$ cat src/include/a25_wb_settings.svh
// ==================================================
// bus geometry for the a25 wishbone master
// data and address width, byte lanes, burst length
// and the seed of the random testbench
// ==================================================
`ifndef A25_WB_SETTINGS_SVH
`define A25_WB_SETTINGS_SVH

// address and data share one width on this bus
`define A25_WB_DATA_W    32

// one select bit per byte lane
`define A25_WB_SEL_W     4

// words in one cache line, which is one wrapping burst
`define A25_WB_BURST_LEN 4

`define A25_WB_SEED      32'hc1d4

`endif

$ cat src/hw/a25_wb_pkg.sv
// ==================================================
// shared types of the a25 wishbone master
// sequencer state, served request source and the
// bus address union with its line/word/byte view
// ==================================================
`default_nettype none

`include "a25_wb_settings.svh"

package a25_wb_pkg;

    // field widths follow the bus geometry
    localparam int WB_BYTE_W = $clog2(`A25_WB_SEL_W);
    localparam int WB_WORD_W = $clog2(`A25_WB_BURST_LEN);
    localparam int WB_LINE_W = `A25_WB_DATA_W - WB_WORD_W - WB_BYTE_W;

    // burst1..burst3 count the first three acks of a line fill
    typedef enum logic [2:0] {
        WB_IDLE, WB_BURST1, WB_BURST2, WB_BURST3, WB_WAIT_ACK
    } wb_state_t;

    typedef enum logic [1:0] {
        SRC_NONE, SRC_ICACHE, SRC_DCACHE_CACHED, SRC_DCACHE_UNCACHED
    } wb_src_t;

    // the same word is either the flat bus address or its cache-line fields
    typedef union packed {
        logic [`A25_WB_DATA_W-1:0] flat;
        struct packed {
            logic [WB_LINE_W-1:0] line;
            logic [WB_WORD_W-1:0] word;
            logic [WB_BYTE_W-1:0] byte_off;
        } f;
    } wb_addr_u;

endpackage

`default_nettype wire

$ cat src/hw/a25_wb_bus_seq.sv
// ==================================================
// wishbone cycle sequencer of the a25 master
// stb/cyc control, wrapping burst address and the
// ack counting that ends each access
// ==================================================
`timescale 1ns/1ps
`default_nettype none

`include "a25_wb_settings.svh"

module a25_wb_bus_seq
(
    input  logic                         i_clk,
    input  logic                         quick_n_reset,
    input  logic                         i_start,
    input  a25_wb_pkg::wb_addr_u         i_adr,
    input  logic [`A25_WB_SEL_W-1:0]     i_sel,
    input  logic                         i_we,
    input  logic [`A25_WB_DATA_W-1:0]    i_wdata,
    input  logic                         i_qword,
    input  logic                         i_wb_ack,
    output logic [`A25_WB_DATA_W-1:0]    o_wb_adr,
    output logic [`A25_WB_SEL_W-1:0]     o_wb_sel,
    output logic                         o_wb_we,
    output logic [`A25_WB_DATA_W-1:0]    o_wb_dat,
    output logic                         o_wb_cyc,
    output logic                         o_wb_stb,
    output logic                         o_busy,
    output logic                         o_rd_ack,
    output logic                         o_last
);

    import a25_wb_pkg::*;

    wb_state_t   state_r;
    wb_addr_u    adr_r;
    logic        beat_ack;
    logic        in_burst;

    // ==================================================
    // ack decode
    // ==================================================
    // an ack only counts while our strobe is out
    assign beat_ack = o_wb_stb && i_wb_ack;

    assign in_burst = (state_r == WB_BURST1) || (state_r == WB_BURST2) ||
                      (state_r == WB_BURST3);

    // a posted write is acked in idle, every read ends in wait_ack
    assign o_last   = beat_ack && ((state_r == WB_IDLE) || (state_r == WB_WAIT_ACK));
    assign o_rd_ack = beat_ack && !o_wb_we;

    // the ack cycle of a posted write still counts as busy
    assign o_busy   = (state_r != WB_IDLE) || o_wb_stb;

    assign o_wb_adr = adr_r.flat;

    // ==================================================
    // state machine and strobe control
    // ==================================================
    always_ff @(posedge i_clk)
    begin
        if (!quick_n_reset)
        begin
            state_r  <= WB_IDLE;
            o_wb_stb <= 1'b0;
            o_wb_cyc <= 1'b0;
            o_wb_we  <= 1'b0;
        end
        else
        begin
            case (state_r)
                WB_IDLE:
                begin
                    if (i_start)
                    begin
                        o_wb_stb <= 1'b1;
                        o_wb_cyc <= 1'b1;
                        o_wb_we  <= i_we;
                        // writes stay in idle, leaving the strobe out for its ack
                        if (i_we)
                            state_r <= WB_IDLE;
                        else if (i_qword)
                            state_r <= WB_BURST1;
                        else
                            state_r <= WB_WAIT_ACK;
                    end
                    else if (o_last)
                    begin
                        o_wb_stb <= 1'b0;
                        o_wb_cyc <= 1'b0;
                        o_wb_we  <= 1'b0;
                    end
                end
                WB_BURST1:
                begin
                    if (beat_ack)
                        state_r <= WB_BURST2;
                end
                WB_BURST2:
                begin
                    if (beat_ack)
                        state_r <= WB_BURST3;
                end
                WB_BURST3:
                begin
                    if (beat_ack)
                        state_r <= WB_WAIT_ACK;
                end
                WB_WAIT_ACK:
                begin
                    // the final ack closes the cycle on the next edge
                    if (o_last)
                    begin
                        state_r  <= WB_IDLE;
                        o_wb_stb <= 1'b0;
                        o_wb_cyc <= 1'b0;
                        o_wb_we  <= 1'b0;
                    end
                end
                default:
                begin
                    state_r <= WB_IDLE;
                end
            endcase
        end
    end

    // ==================================================
    // address, select and write data
    // ==================================================
    // only the word field moves, so the burst wraps inside its line
    always_ff @(posedge i_clk)
    begin
        if (i_start)
        begin
            adr_r    <= i_adr;
            o_wb_sel <= i_sel;
            o_wb_dat <= i_wdata;
        end
        else if (beat_ack && in_burst)
        begin
            adr_r.f.word <= adr_r.f.word + 1'b1;
        end
    end

endmodule

`default_nettype wire

$ cat src/hw/a25_wb_req_track.sv
// ==================================================
// cache request tracker of the a25 wishbone master
// pending-request latches, dcache-first arbitration,
// bus request forming and ready steering
// ==================================================
`timescale 1ns/1ps
`default_nettype none

`include "a25_wb_settings.svh"

module a25_wb_req_track
(
    input  logic                         i_clk,
    input  logic                         quick_n_reset,
    input  logic                         i_icache_req,
    input  logic                         i_icache_qword,
    input  logic [`A25_WB_DATA_W-1:0]    i_icache_address,
    input  logic                         i_dcache_cached_req,
    input  logic                         i_dcache_uncached_req,
    input  logic                         i_dcache_qword,
    input  logic                         i_dcache_write,
    input  logic [`A25_WB_DATA_W-1:0]    i_dcache_write_data,
    input  logic [`A25_WB_SEL_W-1:0]     i_dcache_byte_enable,
    input  logic [`A25_WB_DATA_W-1:0]    i_dcache_address,
    input  logic                         i_busy,
    input  logic                         i_rd_ack,
    input  logic                         i_last,
    output logic                         o_start,
    output a25_wb_pkg::wb_addr_u         o_adr,
    output logic [`A25_WB_SEL_W-1:0]     o_sel,
    output logic                         o_we,
    output logic [`A25_WB_DATA_W-1:0]    o_wdata,
    output logic                         o_qword,
    output logic                         o_icache_ready,
    output logic                         o_dcache_cached_ready,
    output logic                         o_dcache_uncached_ready
);

    import a25_wb_pkg::*;

    logic                        pend_icache_r;
    logic                        pend_dc_cached_r;
    logic                        pend_dc_uncached_r;
    logic                        icache_qword_r;
    logic [`A25_WB_DATA_W-1:0]   icache_adr_r;
    logic                        icache_req_c;
    logic                        dc_cached_req_c;
    logic                        dc_uncached_req_c;
    logic                        icache_qword_c;
    logic [`A25_WB_DATA_W-1:0]   icache_adr_c;
    wb_src_t                     sel_src;
    wb_src_t                     src_r;
    logic                        dc_sel;
    logic                        wr_launch;
    logic [WB_BYTE_W-1:0]        byte_off;

    // ==================================================
    // request merge and arbitration
    // ==================================================
    // a live level or a remembered one both count as a request
    assign icache_req_c      = i_icache_req || pend_icache_r;
    assign dc_cached_req_c   = i_dcache_cached_req || pend_dc_cached_r;
    assign dc_uncached_req_c = i_dcache_uncached_req || pend_dc_uncached_r;

    assign icache_qword_c = i_icache_req ? i_icache_qword : icache_qword_r;
    assign icache_adr_c   = i_icache_req ? i_icache_address : icache_adr_r;

    // data side always wins over instruction fetch
    always_comb
    begin
        if (dc_cached_req_c)
            sel_src = SRC_DCACHE_CACHED;
        else if (dc_uncached_req_c)
            sel_src = SRC_DCACHE_UNCACHED;
        else if (icache_req_c)
            sel_src = SRC_ICACHE;
        else
            sel_src = SRC_NONE;
    end

    // the sequencer takes a new access only while it reports free
    assign o_start   = !i_busy && (sel_src != SRC_NONE);
    assign dc_sel    = (sel_src == SRC_DCACHE_CACHED) || (sel_src == SRC_DCACHE_UNCACHED);
    assign o_we      = dc_sel && i_dcache_write;
    assign o_wdata   = i_dcache_write_data;
    assign o_sel     = o_we ? i_dcache_byte_enable : '1;
    assign o_qword   = dc_sel ? (i_dcache_qword && !i_dcache_write) : icache_qword_c;
    assign wr_launch = o_start && o_we;

    // low address bits come from the lane pattern, reads land on 0
    always_comb
    begin
        case (o_sel)
            4'b0001: byte_off = 2'd0;
            4'b0010: byte_off = 2'd1;
            4'b0100: byte_off = 2'd2;
            4'b1000: byte_off = 2'd3;
            4'b1100: byte_off = 2'd2;
            default: byte_off = 2'd0;
        endcase
    end

    always_comb
    begin
        o_adr.flat       = dc_sel ? i_dcache_address : icache_adr_c;
        o_adr.f.byte_off = byte_off;
    end

    // ==================================================
    // ready steering
    // ==================================================
    // posted writes are ready at launch, reads on every read ack
    assign o_icache_ready          = (src_r == SRC_ICACHE) && i_rd_ack;
    assign o_dcache_cached_ready   = ((src_r == SRC_DCACHE_CACHED) && i_rd_ack) ||
                                     (wr_launch && (sel_src == SRC_DCACHE_CACHED));
    assign o_dcache_uncached_ready = ((src_r == SRC_DCACHE_UNCACHED) && i_rd_ack) ||
                                     (wr_launch && (sel_src == SRC_DCACHE_UNCACHED));

    always_ff @(posedge i_clk)
    begin
        if (!quick_n_reset)
        begin
            pend_icache_r      <= 1'b0;
            pend_dc_cached_r   <= 1'b0;
            pend_dc_uncached_r <= 1'b0;
            src_r              <= SRC_NONE;
        end
        else
        begin
            // a request is forgotten once its access has ended or a write has launched
            pend_icache_r      <= icache_req_c && !((src_r == SRC_ICACHE) && i_last);
            pend_dc_cached_r   <= dc_cached_req_c &&
                                  !(((src_r == SRC_DCACHE_CACHED) && i_last) ||
                                    (wr_launch && (sel_src == SRC_DCACHE_CACHED)));
            pend_dc_uncached_r <= dc_uncached_req_c &&
                                  !(((src_r == SRC_DCACHE_UNCACHED) && i_last) ||
                                    (wr_launch && (sel_src == SRC_DCACHE_UNCACHED)));
            if (i_last)
                src_r <= SRC_NONE;
            else if (o_start)
                src_r <= sel_src;
        end
    end

    // the fetch address is kept in case the live level goes away
    always_ff @(posedge i_clk)
    begin
        if (i_icache_req)
        begin
            icache_adr_r   <= i_icache_address;
            icache_qword_r <= i_icache_qword;
        end
    end

endmodule

`default_nettype wire

$ cat src/hw/a25_wishbone.sv
// ==================================================
// a25 wishbone master top level
// joins the request tracker and the cycle sequencer
// to the cache ports and the wishbone bus
// ==================================================
`timescale 1ns/1ps
`default_nettype none

`include "a25_wb_settings.svh"

module a25_wishbone
(
    input  logic                         i_clk,
    input  logic                         quick_n_reset,

    // instruction cache side
    input  logic                         i_icache_req,
    input  logic                         i_icache_qword,
    input  logic [`A25_WB_DATA_W-1:0]    i_icache_address,
    output logic [`A25_WB_DATA_W-1:0]    o_icache_read_data,
    output logic                         o_icache_ready,

    // data cache side, byte enables matter for writes only
    input  logic                         i_dcache_cached_req,
    input  logic                         i_dcache_uncached_req,
    input  logic                         i_dcache_qword,
    input  logic                         i_dcache_write,
    input  logic [`A25_WB_DATA_W-1:0]    i_dcache_write_data,
    input  logic [`A25_WB_SEL_W-1:0]     i_dcache_byte_enable,
    input  logic [`A25_WB_DATA_W-1:0]    i_dcache_address,
    output logic [`A25_WB_DATA_W-1:0]    o_dcache_read_data,
    output logic                         o_dcache_cached_ready,
    output logic                         o_dcache_uncached_ready,

    // wishbone master port
    output logic [`A25_WB_DATA_W-1:0]    o_wb_adr,
    output logic [`A25_WB_SEL_W-1:0]     o_wb_sel,
    output logic                         o_wb_we,
    input  logic [`A25_WB_DATA_W-1:0]    i_wb_dat,
    output logic [`A25_WB_DATA_W-1:0]    o_wb_dat,
    output logic                         o_wb_cyc,
    output logic                         o_wb_stb,
    input  logic                         i_wb_ack
);

    import a25_wb_pkg::*;

    logic                        start;
    wb_addr_u                    req_adr;
    logic [`A25_WB_SEL_W-1:0]    req_sel;
    logic                        req_we;
    logic [`A25_WB_DATA_W-1:0]   req_wdata;
    logic                        req_qword;
    logic                        seq_busy;
    logic                        seq_rd_ack;
    logic                        seq_last;

    // read data is taken straight off the bus, the ready pulse qualifies it
    assign o_icache_read_data = i_wb_dat;
    assign o_dcache_read_data = i_wb_dat;

    a25_wb_req_track u_req_track (
        .i_clk                   (i_clk),
        .quick_n_reset           (quick_n_reset),
        .i_icache_req            (i_icache_req),
        .i_icache_qword          (i_icache_qword),
        .i_icache_address        (i_icache_address),
        .i_dcache_cached_req     (i_dcache_cached_req),
        .i_dcache_uncached_req   (i_dcache_uncached_req),
        .i_dcache_qword          (i_dcache_qword),
        .i_dcache_write          (i_dcache_write),
        .i_dcache_write_data     (i_dcache_write_data),
        .i_dcache_byte_enable    (i_dcache_byte_enable),
        .i_dcache_address        (i_dcache_address),
        .i_busy                  (seq_busy),
        .i_rd_ack                (seq_rd_ack),
        .i_last                  (seq_last),
        .o_start                 (start),
        .o_adr                   (req_adr),
        .o_sel                   (req_sel),
        .o_we                    (req_we),
        .o_wdata                 (req_wdata),
        .o_qword                 (req_qword),
        .o_icache_ready          (o_icache_ready),
        .o_dcache_cached_ready   (o_dcache_cached_ready),
        .o_dcache_uncached_ready (o_dcache_uncached_ready)
    );

    a25_wb_bus_seq u_bus_seq (
        .i_clk         (i_clk),
        .quick_n_reset (quick_n_reset),
        .i_start       (start),
        .i_adr         (req_adr),
        .i_sel         (req_sel),
        .i_we          (req_we),
        .i_wdata       (req_wdata),
        .i_qword       (req_qword),
        .i_wb_ack      (i_wb_ack),
        .o_wb_adr      (o_wb_adr),
        .o_wb_sel      (o_wb_sel),
        .o_wb_we       (o_wb_we),
        .o_wb_dat      (o_wb_dat),
        .o_wb_cyc      (o_wb_cyc),
        .o_wb_stb      (o_wb_stb),
        .o_busy        (seq_busy),
        .o_rd_ack      (seq_rd_ack),
        .o_last        (seq_last)
    );

endmodule

`default_nettype wire

$ cat config.mk
export PLATFORM = sky130hd
export DESIGN_NAME = a25_wishbone
export DESIGN_NICKNAME = d
export VERILOG_FILES = /design/src/hw/a25_wb_pkg.sv /design/src/hw/a25_wb_bus_seq.sv /design/src/hw/a25_wb_req_track.sv /design/src/hw/a25_wishbone.sv
export VERILOG_INCLUDE_DIRS = /design/src /design/src/include
export SDC_FILE = /design/constraint.sdc
export NUM_CORES = 1
export LEC_CHECK = 0
export ABC_AREA = 1
export BUFFER_PORTS_ARGS = -buffer_cell sky130_fd_sc_hd__buf_4
export CAP_MARGIN = 20
export CORE_AREA = 2 2 107 109
export CTS_CLUSTER_SIZE = 28
export DETAILED_ROUTE_END_ITERATION = 7
export DIE_AREA = 0 0 109 111
export PLACE_DENSITY = 0.76
export SYNTH_ARGS = -nofsm -noshare
export SYNTH_HDL_FRONTEND = slang
export SYNTH_SLANG_ARGS = --single-unit
$ cat constraint.sdc
create_clock -name i_clk -period 2.35 [get_ports i_clk]
set_input_delay 0.1175 -clock i_clk [delete_from_list [all_inputs] [get_ports i_clk]]
set_output_delay 0.1175 -clock i_clk [all_outputs]
set_load 0.05 [all_outputs]
; ---- Word level (Yosys, flattened, before mapping)
; Index checks and enable logic that the tools add are counted.
[word_totals]
out_inout_bits = 138
word_cells = 107
input_bits = 141
register_bits = 112
[op_classes]
n_bitwise = 1
mux = 28
reduce_logical = 45
n_addsub = 1
eq_ne = 18
[ops]
columns = cell, count
row1 = 32-bit 2-to-1 mux, 2
row2 = 3-bit 2-to-1 mux, 7
row3 = 1-bit logical AND, 19
row4 = 3-bit case mux with 5 select lines, 1
row5 = 1-bit logical OR, 12
row6 = 1-bit 2-to-1 mux, 9
row7 = 2-bit equality test (second input constant), 4
row8 = 4-bit equality test (second input constant), 2
row9 = 2-bit 2-to-1 mux, 4
row10 = 3-bit by 2-bit equality test with 1-bit output (second input constant), 2
row11 = 1-bit zero test, 6
row12 = 2-bit by 1-bit inequality test with 1-bit output (second input constant), 3
row13 = 1-bit case mux with 2 select lines, 3
row14 = 2-bit case mux with 3 select lines, 1
row15 = 2-bit nonzero test, 3
row16 = 5-bit AND reduction, 1
row17 = 4-bit by 2-bit equality test with 1-bit output (second input constant), 1
row18 = 4-bit by 3-bit equality test with 1-bit output (second input constant), 1
row19 = 4-bit 2-to-1 mux, 1
row20 = 2-bit inequality test (second input constant), 2
row21 = 2-bit OR reduction, 2
row22 = 3-bit by 1-bit equality test with 1-bit output (second input constant), 1
row23 = 3-bit equality test (second input constant), 1
row24 = 3-bit zero test, 1
row25 = other kinds (4), 4

; ---- Longest topological paths before layout
[logic_depth]
depth_word = 12
depth_mapped = 10
ltp_nobuf = 9

; ---- Hierarchy
; Synthesis repeated with hierarchy kept, for this count alone.
[hier_totals]
cells_unflattened = 446
area_unflattened_um2 = 4906.0
[modules_own_cells]
columns = mod, seq_area_each_um2, instances, area_each_um2, cells_per_inst
row1 = a25_wb_bus_seq, 2162.1, 1, 2446.1, 129
row2 = a25_wb_req_track, 720.7, 1, 1979.4, 253
row3 = a25_wishbone, 0.0, 1, 480.5, 64

; ---- Worst setup path after synthesis
; Ideal clock, no wire load.
[synth_timing]
path_type = register -> output
startpoint = reg u_bus_seq.o_wb_stb
endpoint = out o_dcache_uncached_ready
path_buffers = 0
required_time_ps = 2233
slack_ps = -4
path_stages_with_launch = 6
arrival_time_ps = 2236
cell_sequence = dfxtp_1 inv_1 nand3_4 inv_4 nand2_1 o22ai_1
[synth_via]
elab_chain_len = 6
word_cells_on_any_way = 9
cone_classes = reduce/logical: 9
[synth_lines]
columns = item, line
row1 = "start, declared", a25_wb_bus_seq.sv:27  ; output logic o_wb_stb,
row2 = "start signal, assigned", a25_wb_bus_seq.sv:66  ; o_wb_stb <= 1'b0;
row3 = "start signal, assigned", a25_wb_bus_seq.sv:77  ; o_wb_stb <= 1'b1;
row4 = "start signal, assigned", a25_wb_bus_seq.sv:90  ; o_wb_stb <= 1'b0;
row5 = 1-bit logical OR, a25_wb_bus_seq.sv:54  ; assign o_busy = (state_r != WB_IDLE) || o_wb_stb;
row6 = 1-bit zero test, a25_wb_req_track.sv:82  ; assign o_start = !i_busy && (sel_src != SRC_NONE);
row7 = 1-bit logical AND, a25_wb_req_track.sv:82
row8 = named net start, a25_wishbone.sv:48  ; logic start;
row9 = 1-bit logical AND, a25_wb_req_track.sv:88  ; assign wr_launch = o_start && o_we;
row10 = 1-bit logical AND, a25_wb_req_track.sv:117  ; (wr_launch && (sel_src == SRC_DCACHE_UNCACHED));
row11 = 1-bit logical OR, a25_wb_req_track.sv:116  ; assign o_dcache_uncached_ready = ((src_r == SRC_DCACHE_UNCACHED) && i_rd_ack) ||
row12 = "end, declared", a25_wishbone.sv:33  ; output logic o_dcache_uncached_ready,
; The timed path passes the listed nets, and every way through them passes these cells.

; ---- Worst setup path in the final report
[layout_timing]
startpoint = reg u_bus_seq.state_r[0]
endpoint = out o_dcache_uncached_ready
[layout_via]
elab_chain_len = 7
[layout_lines]
columns = item, line
row1 = "start, declared", a25_wb_bus_seq.sv:35  ; wb_state_t state_r;
row2 = "start signal, assigned", a25_wb_bus_seq.sv:65  ; state_r <= WB_IDLE;
row3 = "start signal, assigned", a25_wb_bus_seq.sv:82  ; state_r <= WB_IDLE;
row4 = "start signal, assigned", a25_wb_bus_seq.sv:84  ; state_r <= WB_BURST1;
row5 = 3-bit nonzero test, a25_wb_bus_seq.sv:54
row6 = 1-bit logical OR, a25_wb_bus_seq.sv:54
row7 = 1-bit zero test, a25_wb_req_track.sv:82
row8 = 1-bit logical AND, a25_wb_req_track.sv:82
row9 = named net start, a25_wishbone.sv:48
row10 = 1-bit logical AND, a25_wb_req_track.sv:88
row11 = 1-bit logical AND, a25_wb_req_track.sv:117
row12 = 1-bit logical OR, a25_wb_req_track.sv:116
; The timed path passes the listed nets, and every way through them passes these cells.

==> impl_metrics.yaml <==
yosys:
  synthXorXnorAreaFrac_pct: 0.382
  synthTopCellsByArea: "edfxtp_1 (44%), dfxtp_1 (18%), buf_4 (11%)"
  netlist_area_mm2: 0.00459
  ys_seq_area_share_pct: 62.8
  syn_inst: 447
  ys_seq_elements: 110
  synth_top_family_by_area: "simple AND/OR/NAND/NOR gates"
  synth_fa_ha_area_share_pct: 0
  yosysWarnings: 0
  synth_nets: 588
  synth.distinct_cells: 28
  syn_area_per_cell_um2: 10.3
  synthMuxAreaShare_pct: 0
  yosysTopAreaCellShare_pct: 44.5
  synthSimpleGateAreaFrac_pct: 16.4
  synth.largest_area_cell: "edfxtp_1"
  synth-compound-area-share_pct: 6.43
global_routing:
  first_global_vias: 3744
  antenna_found_initial: 0
  grt_max_degree: 45
  globalRouteTotalUtil_pct: 21.3
  gr-total-overflow: 0
  grt_first_pass_wirelength_um: 19500
critical_path:
  cp_max_fo: 8
  critPathArrivalTime_ns: 1.73
  critPathCapture: "o_dcache_uncached_ready"
  crit_chain: "nor2_2 -> nand2_2 -> clkinv_2 -> nand3_4 -> inv_4 -> nand2_1 -> o22ai_2 -> buf_4"
  cp_slowest_cell: "dfxtp_1"
  critPathKind: "reg2out"
  critical-path-top-delay-family: "simple AND/OR/NAND/NOR gates"
  slowest_delay_ns: 0.35
  r2r-end: "u_bus_seq.o_wb_adr[24]$_DFFE_PP_"
  end_kind: "output pin"
  r2r.worst_path.cells: 6
  rrSetupSlack_ns: 0.70
  cp-startpoint: "u_bus_seq.state_r[0]$_SDFFE_PN0P_"
  r2r_start: "u_bus_seq.state_r[0]$_SDFFE_PN0P_"
  cp.required_ns: 2.23
  crit_buf_inv: 3
  cp-start-kind: "flip-flop"
  cp.depth: 8
min_path:
  hold_path_class: "in2reg"
route:
  ant_nets: 0
  drt_iter0_drc: 205
  wl_met1_um: 4520
  route.met2.wl_um: 6800
  vias_per_cell: 4.85
  route.detailed.drc: 0
  drtPass1Iterations: 4
  wl_met3_um: 1510
  dr.max_layer_used: "met4"
  routed_wl_um: 13200
  detail_route.wl_per_cell_um: 17.3
  vias: 3707
run:
  maxCapViolations: 0
sta:
  rsz0062_at_grt: "false"
  worstMarginPinSlew_ns: 0.707
  period_needed_ns: 1.85
  finalSetupViolCount: 0
  finalHoldViolations: 0
  fin_crit_sh_pct: 78.8
  finalMaxSlewViolations: 0
  hold_slack_ns: 0.0100
  relSlewSlack_pct: 52.8
  setup_tns_ns: 0
  skew_ns: 0.00988
  fmax_ghz: 0.540
floorplanning:
  num_rows: 39
  die_w_um: 109
  die_area_mm2: 0.0121
  start_util_pct: 41.4
  core_area_mm2: 0.0111
  num_io_pins: 279
  die_h_um: 111
placed_design:
  dpl_cell_area_mm2: 0.00564
  io_buffers: 178
  dp_hpwl_um: 9300
  place.gp.congestion: 0.841
cts:
  clock_latency_ns: 0.34
  cts_buffer_depth: 2
  clk_pin_slew_ns: 0.08
  postCtsSetupBuffers: 0
  cts-root-buf: "clkbuf_16"
  cts_buffers: 9
  numClockSinks: 110
  cts_max_level: 3
  cts_tree: "done"
finish:
  area_delta_synth_final_pct: 40.3
  nets: 757
  post-route-cell-area_mm2: 0.00644
  num_antenna_cells: 0
  drive_gt1_share_pct: 34.6
pwr:
  p_per_area_mw_per_mm2: 1300
  p_leak_uw: 0.00290
  peakVddDrop_mv: 1.06
run_status:
  status: "finished, final reports clean"
[worst reg2reg max path, delay by kind of cell, from the launching register on]
kind,cells,cell delay (ns)
simple gates,3,0.40
buf+inv,3,0.55
flops,1,0.35
[registers in the layout, indices dropped and copies added (netlist names)]
signal,flops
u_bus_seq.o_wb_adr,32
u_bus_seq.o_wb_dat,32
u_req_track.icache_adr_r,30
u_bus_seq.o_wb_sel,4
u_bus_seq.state_r,3
u_req_track.src_r,2
u_bus_seq.o_wb_cyc,1
u_bus_seq.o_wb_stb,1
u_bus_seq.o_wb_we,1
u_req_track.icache_qword_r,1
u_req_track.pend_dc_cached_r,1
u_req_track.pend_dc_uncached_r,1
u_req_track.pend_icache_r,1
[power by group]
group	switching, µW	internal [µW]	leakage [µW]
Combinational	2780	1060	0.00175
Sequential	238	2850	0.00100
Clock	718	744	0.000141
Total	3740	4660	0.00290
[layer usage]
metal | track usage (%) | vias to the layer above
met5 | 0 | -
met4 | 10.0 | 0
met3 | 7.00 | 31
met2 | 38.2 | 230
met1 | 22.0 | 1682
li1 | - | 1764
[worst min-delay path by stage]
stage,cells after the start,startpoint,to,slack [ns]
6_report,3,i_icache_address[17],u_req_track.icache_adr_r[17]$_DFF_P_,0.01
5_1_grt,3,i_icache_address[9],u_req_track.icache_adr_r[9]$_DFF_P_,0.007
4_1_cts,3,i_icache_address[17],u_req_track.icache_adr_r[17]$_DFF_P_,0.0009
3_5_place_dp,0,i_wb_dat[28],o_dcache_read_data[28],0.24
3_3_place_gp,0,i_wb_dat[28],o_dcache_read_data[28],0.24
2_1_floorplan,0,i_dcache_write_data[0],u_bus_seq.o_wb_dat[0]$_DFFE_PP_,0.22
[per-stage QoR]
step / std cells / utilization (%) / total power, µW / setup slack, ns
4_1_cts: 764 / 58.1 / 8410 / 0.491
6_report: 764 / 58.1 / 8400 / 0.498
3_5_place_dp: 697 / 50.9 / 6890 / 0.617
2_1_floorplan: 447 / - / 5910 / 0.0238
3_3_place_gp: 697 / 50.9 / 6810 / 0.667
5_1_grt: 764 / 58.1 / 8770 / 0.353
[final cells by class]
cell class / count / area (µm²)
clock buffer: 9 / 225
clock inverter: 7 / 66.3
fill: 874 / 4640
inverter: 25 / 97.6
multi-input combinational: 235 / 1070
sequential: 110 / 2880
tap: 143 / 179
timing repair buffer: 235 / 1920
[Yosys cell counts]
library cell and count:
o31ai_1 1, buf_2 9, a211oi_1 1, nand4_1 1, nand3_4 1, nor2_4 1, nor2_2 3, clkinv_2 1
inv_1 22, nor3_1 2, xnor2_1 2, inv_4 1, nor2_1 38, buf_4 65, nand3_2 1, o211ai_1 2
a21oi_1 8, o21ai_0 5, or2_2 1, o22ai_1 3, dfxtp_1 42, clkbuf_1 3, nand3_1 8, nand2_2 4
nand2_1 124, edfxtp_1 68, a31oi_1 29, inv_2 1
[cell families after synthesis]
family / count (synthesis)
xor+xnor: 2
compound gates: 49
flops: 110
buf+inv: 102
simple gates: 184
[cells in the final DEF (no fill, tap or decap), drive strengths merged, types with 2 or more instances in the layout]
cell type / count
a21oi: 8
a31oi: 29
buf: 184
clkbuf: 9
clkinv: 4
dfxtp: 42
dlygate4sd3: 51
edfxtp: 68
inv: 27
nand2: 128
nand3: 10
nor2: 42
nor3: 2
o211ai: 2
o21ai: 5
o22ai: 3
xnor2: 2
[timing repair]
action | 4_1_cts | 5_1_grt
gates resized for setup | 0 | 0
endpoints found under the hold margin | 51 | 0
hold buffers | 51 | 0
(Power assumes the default switching activity.)
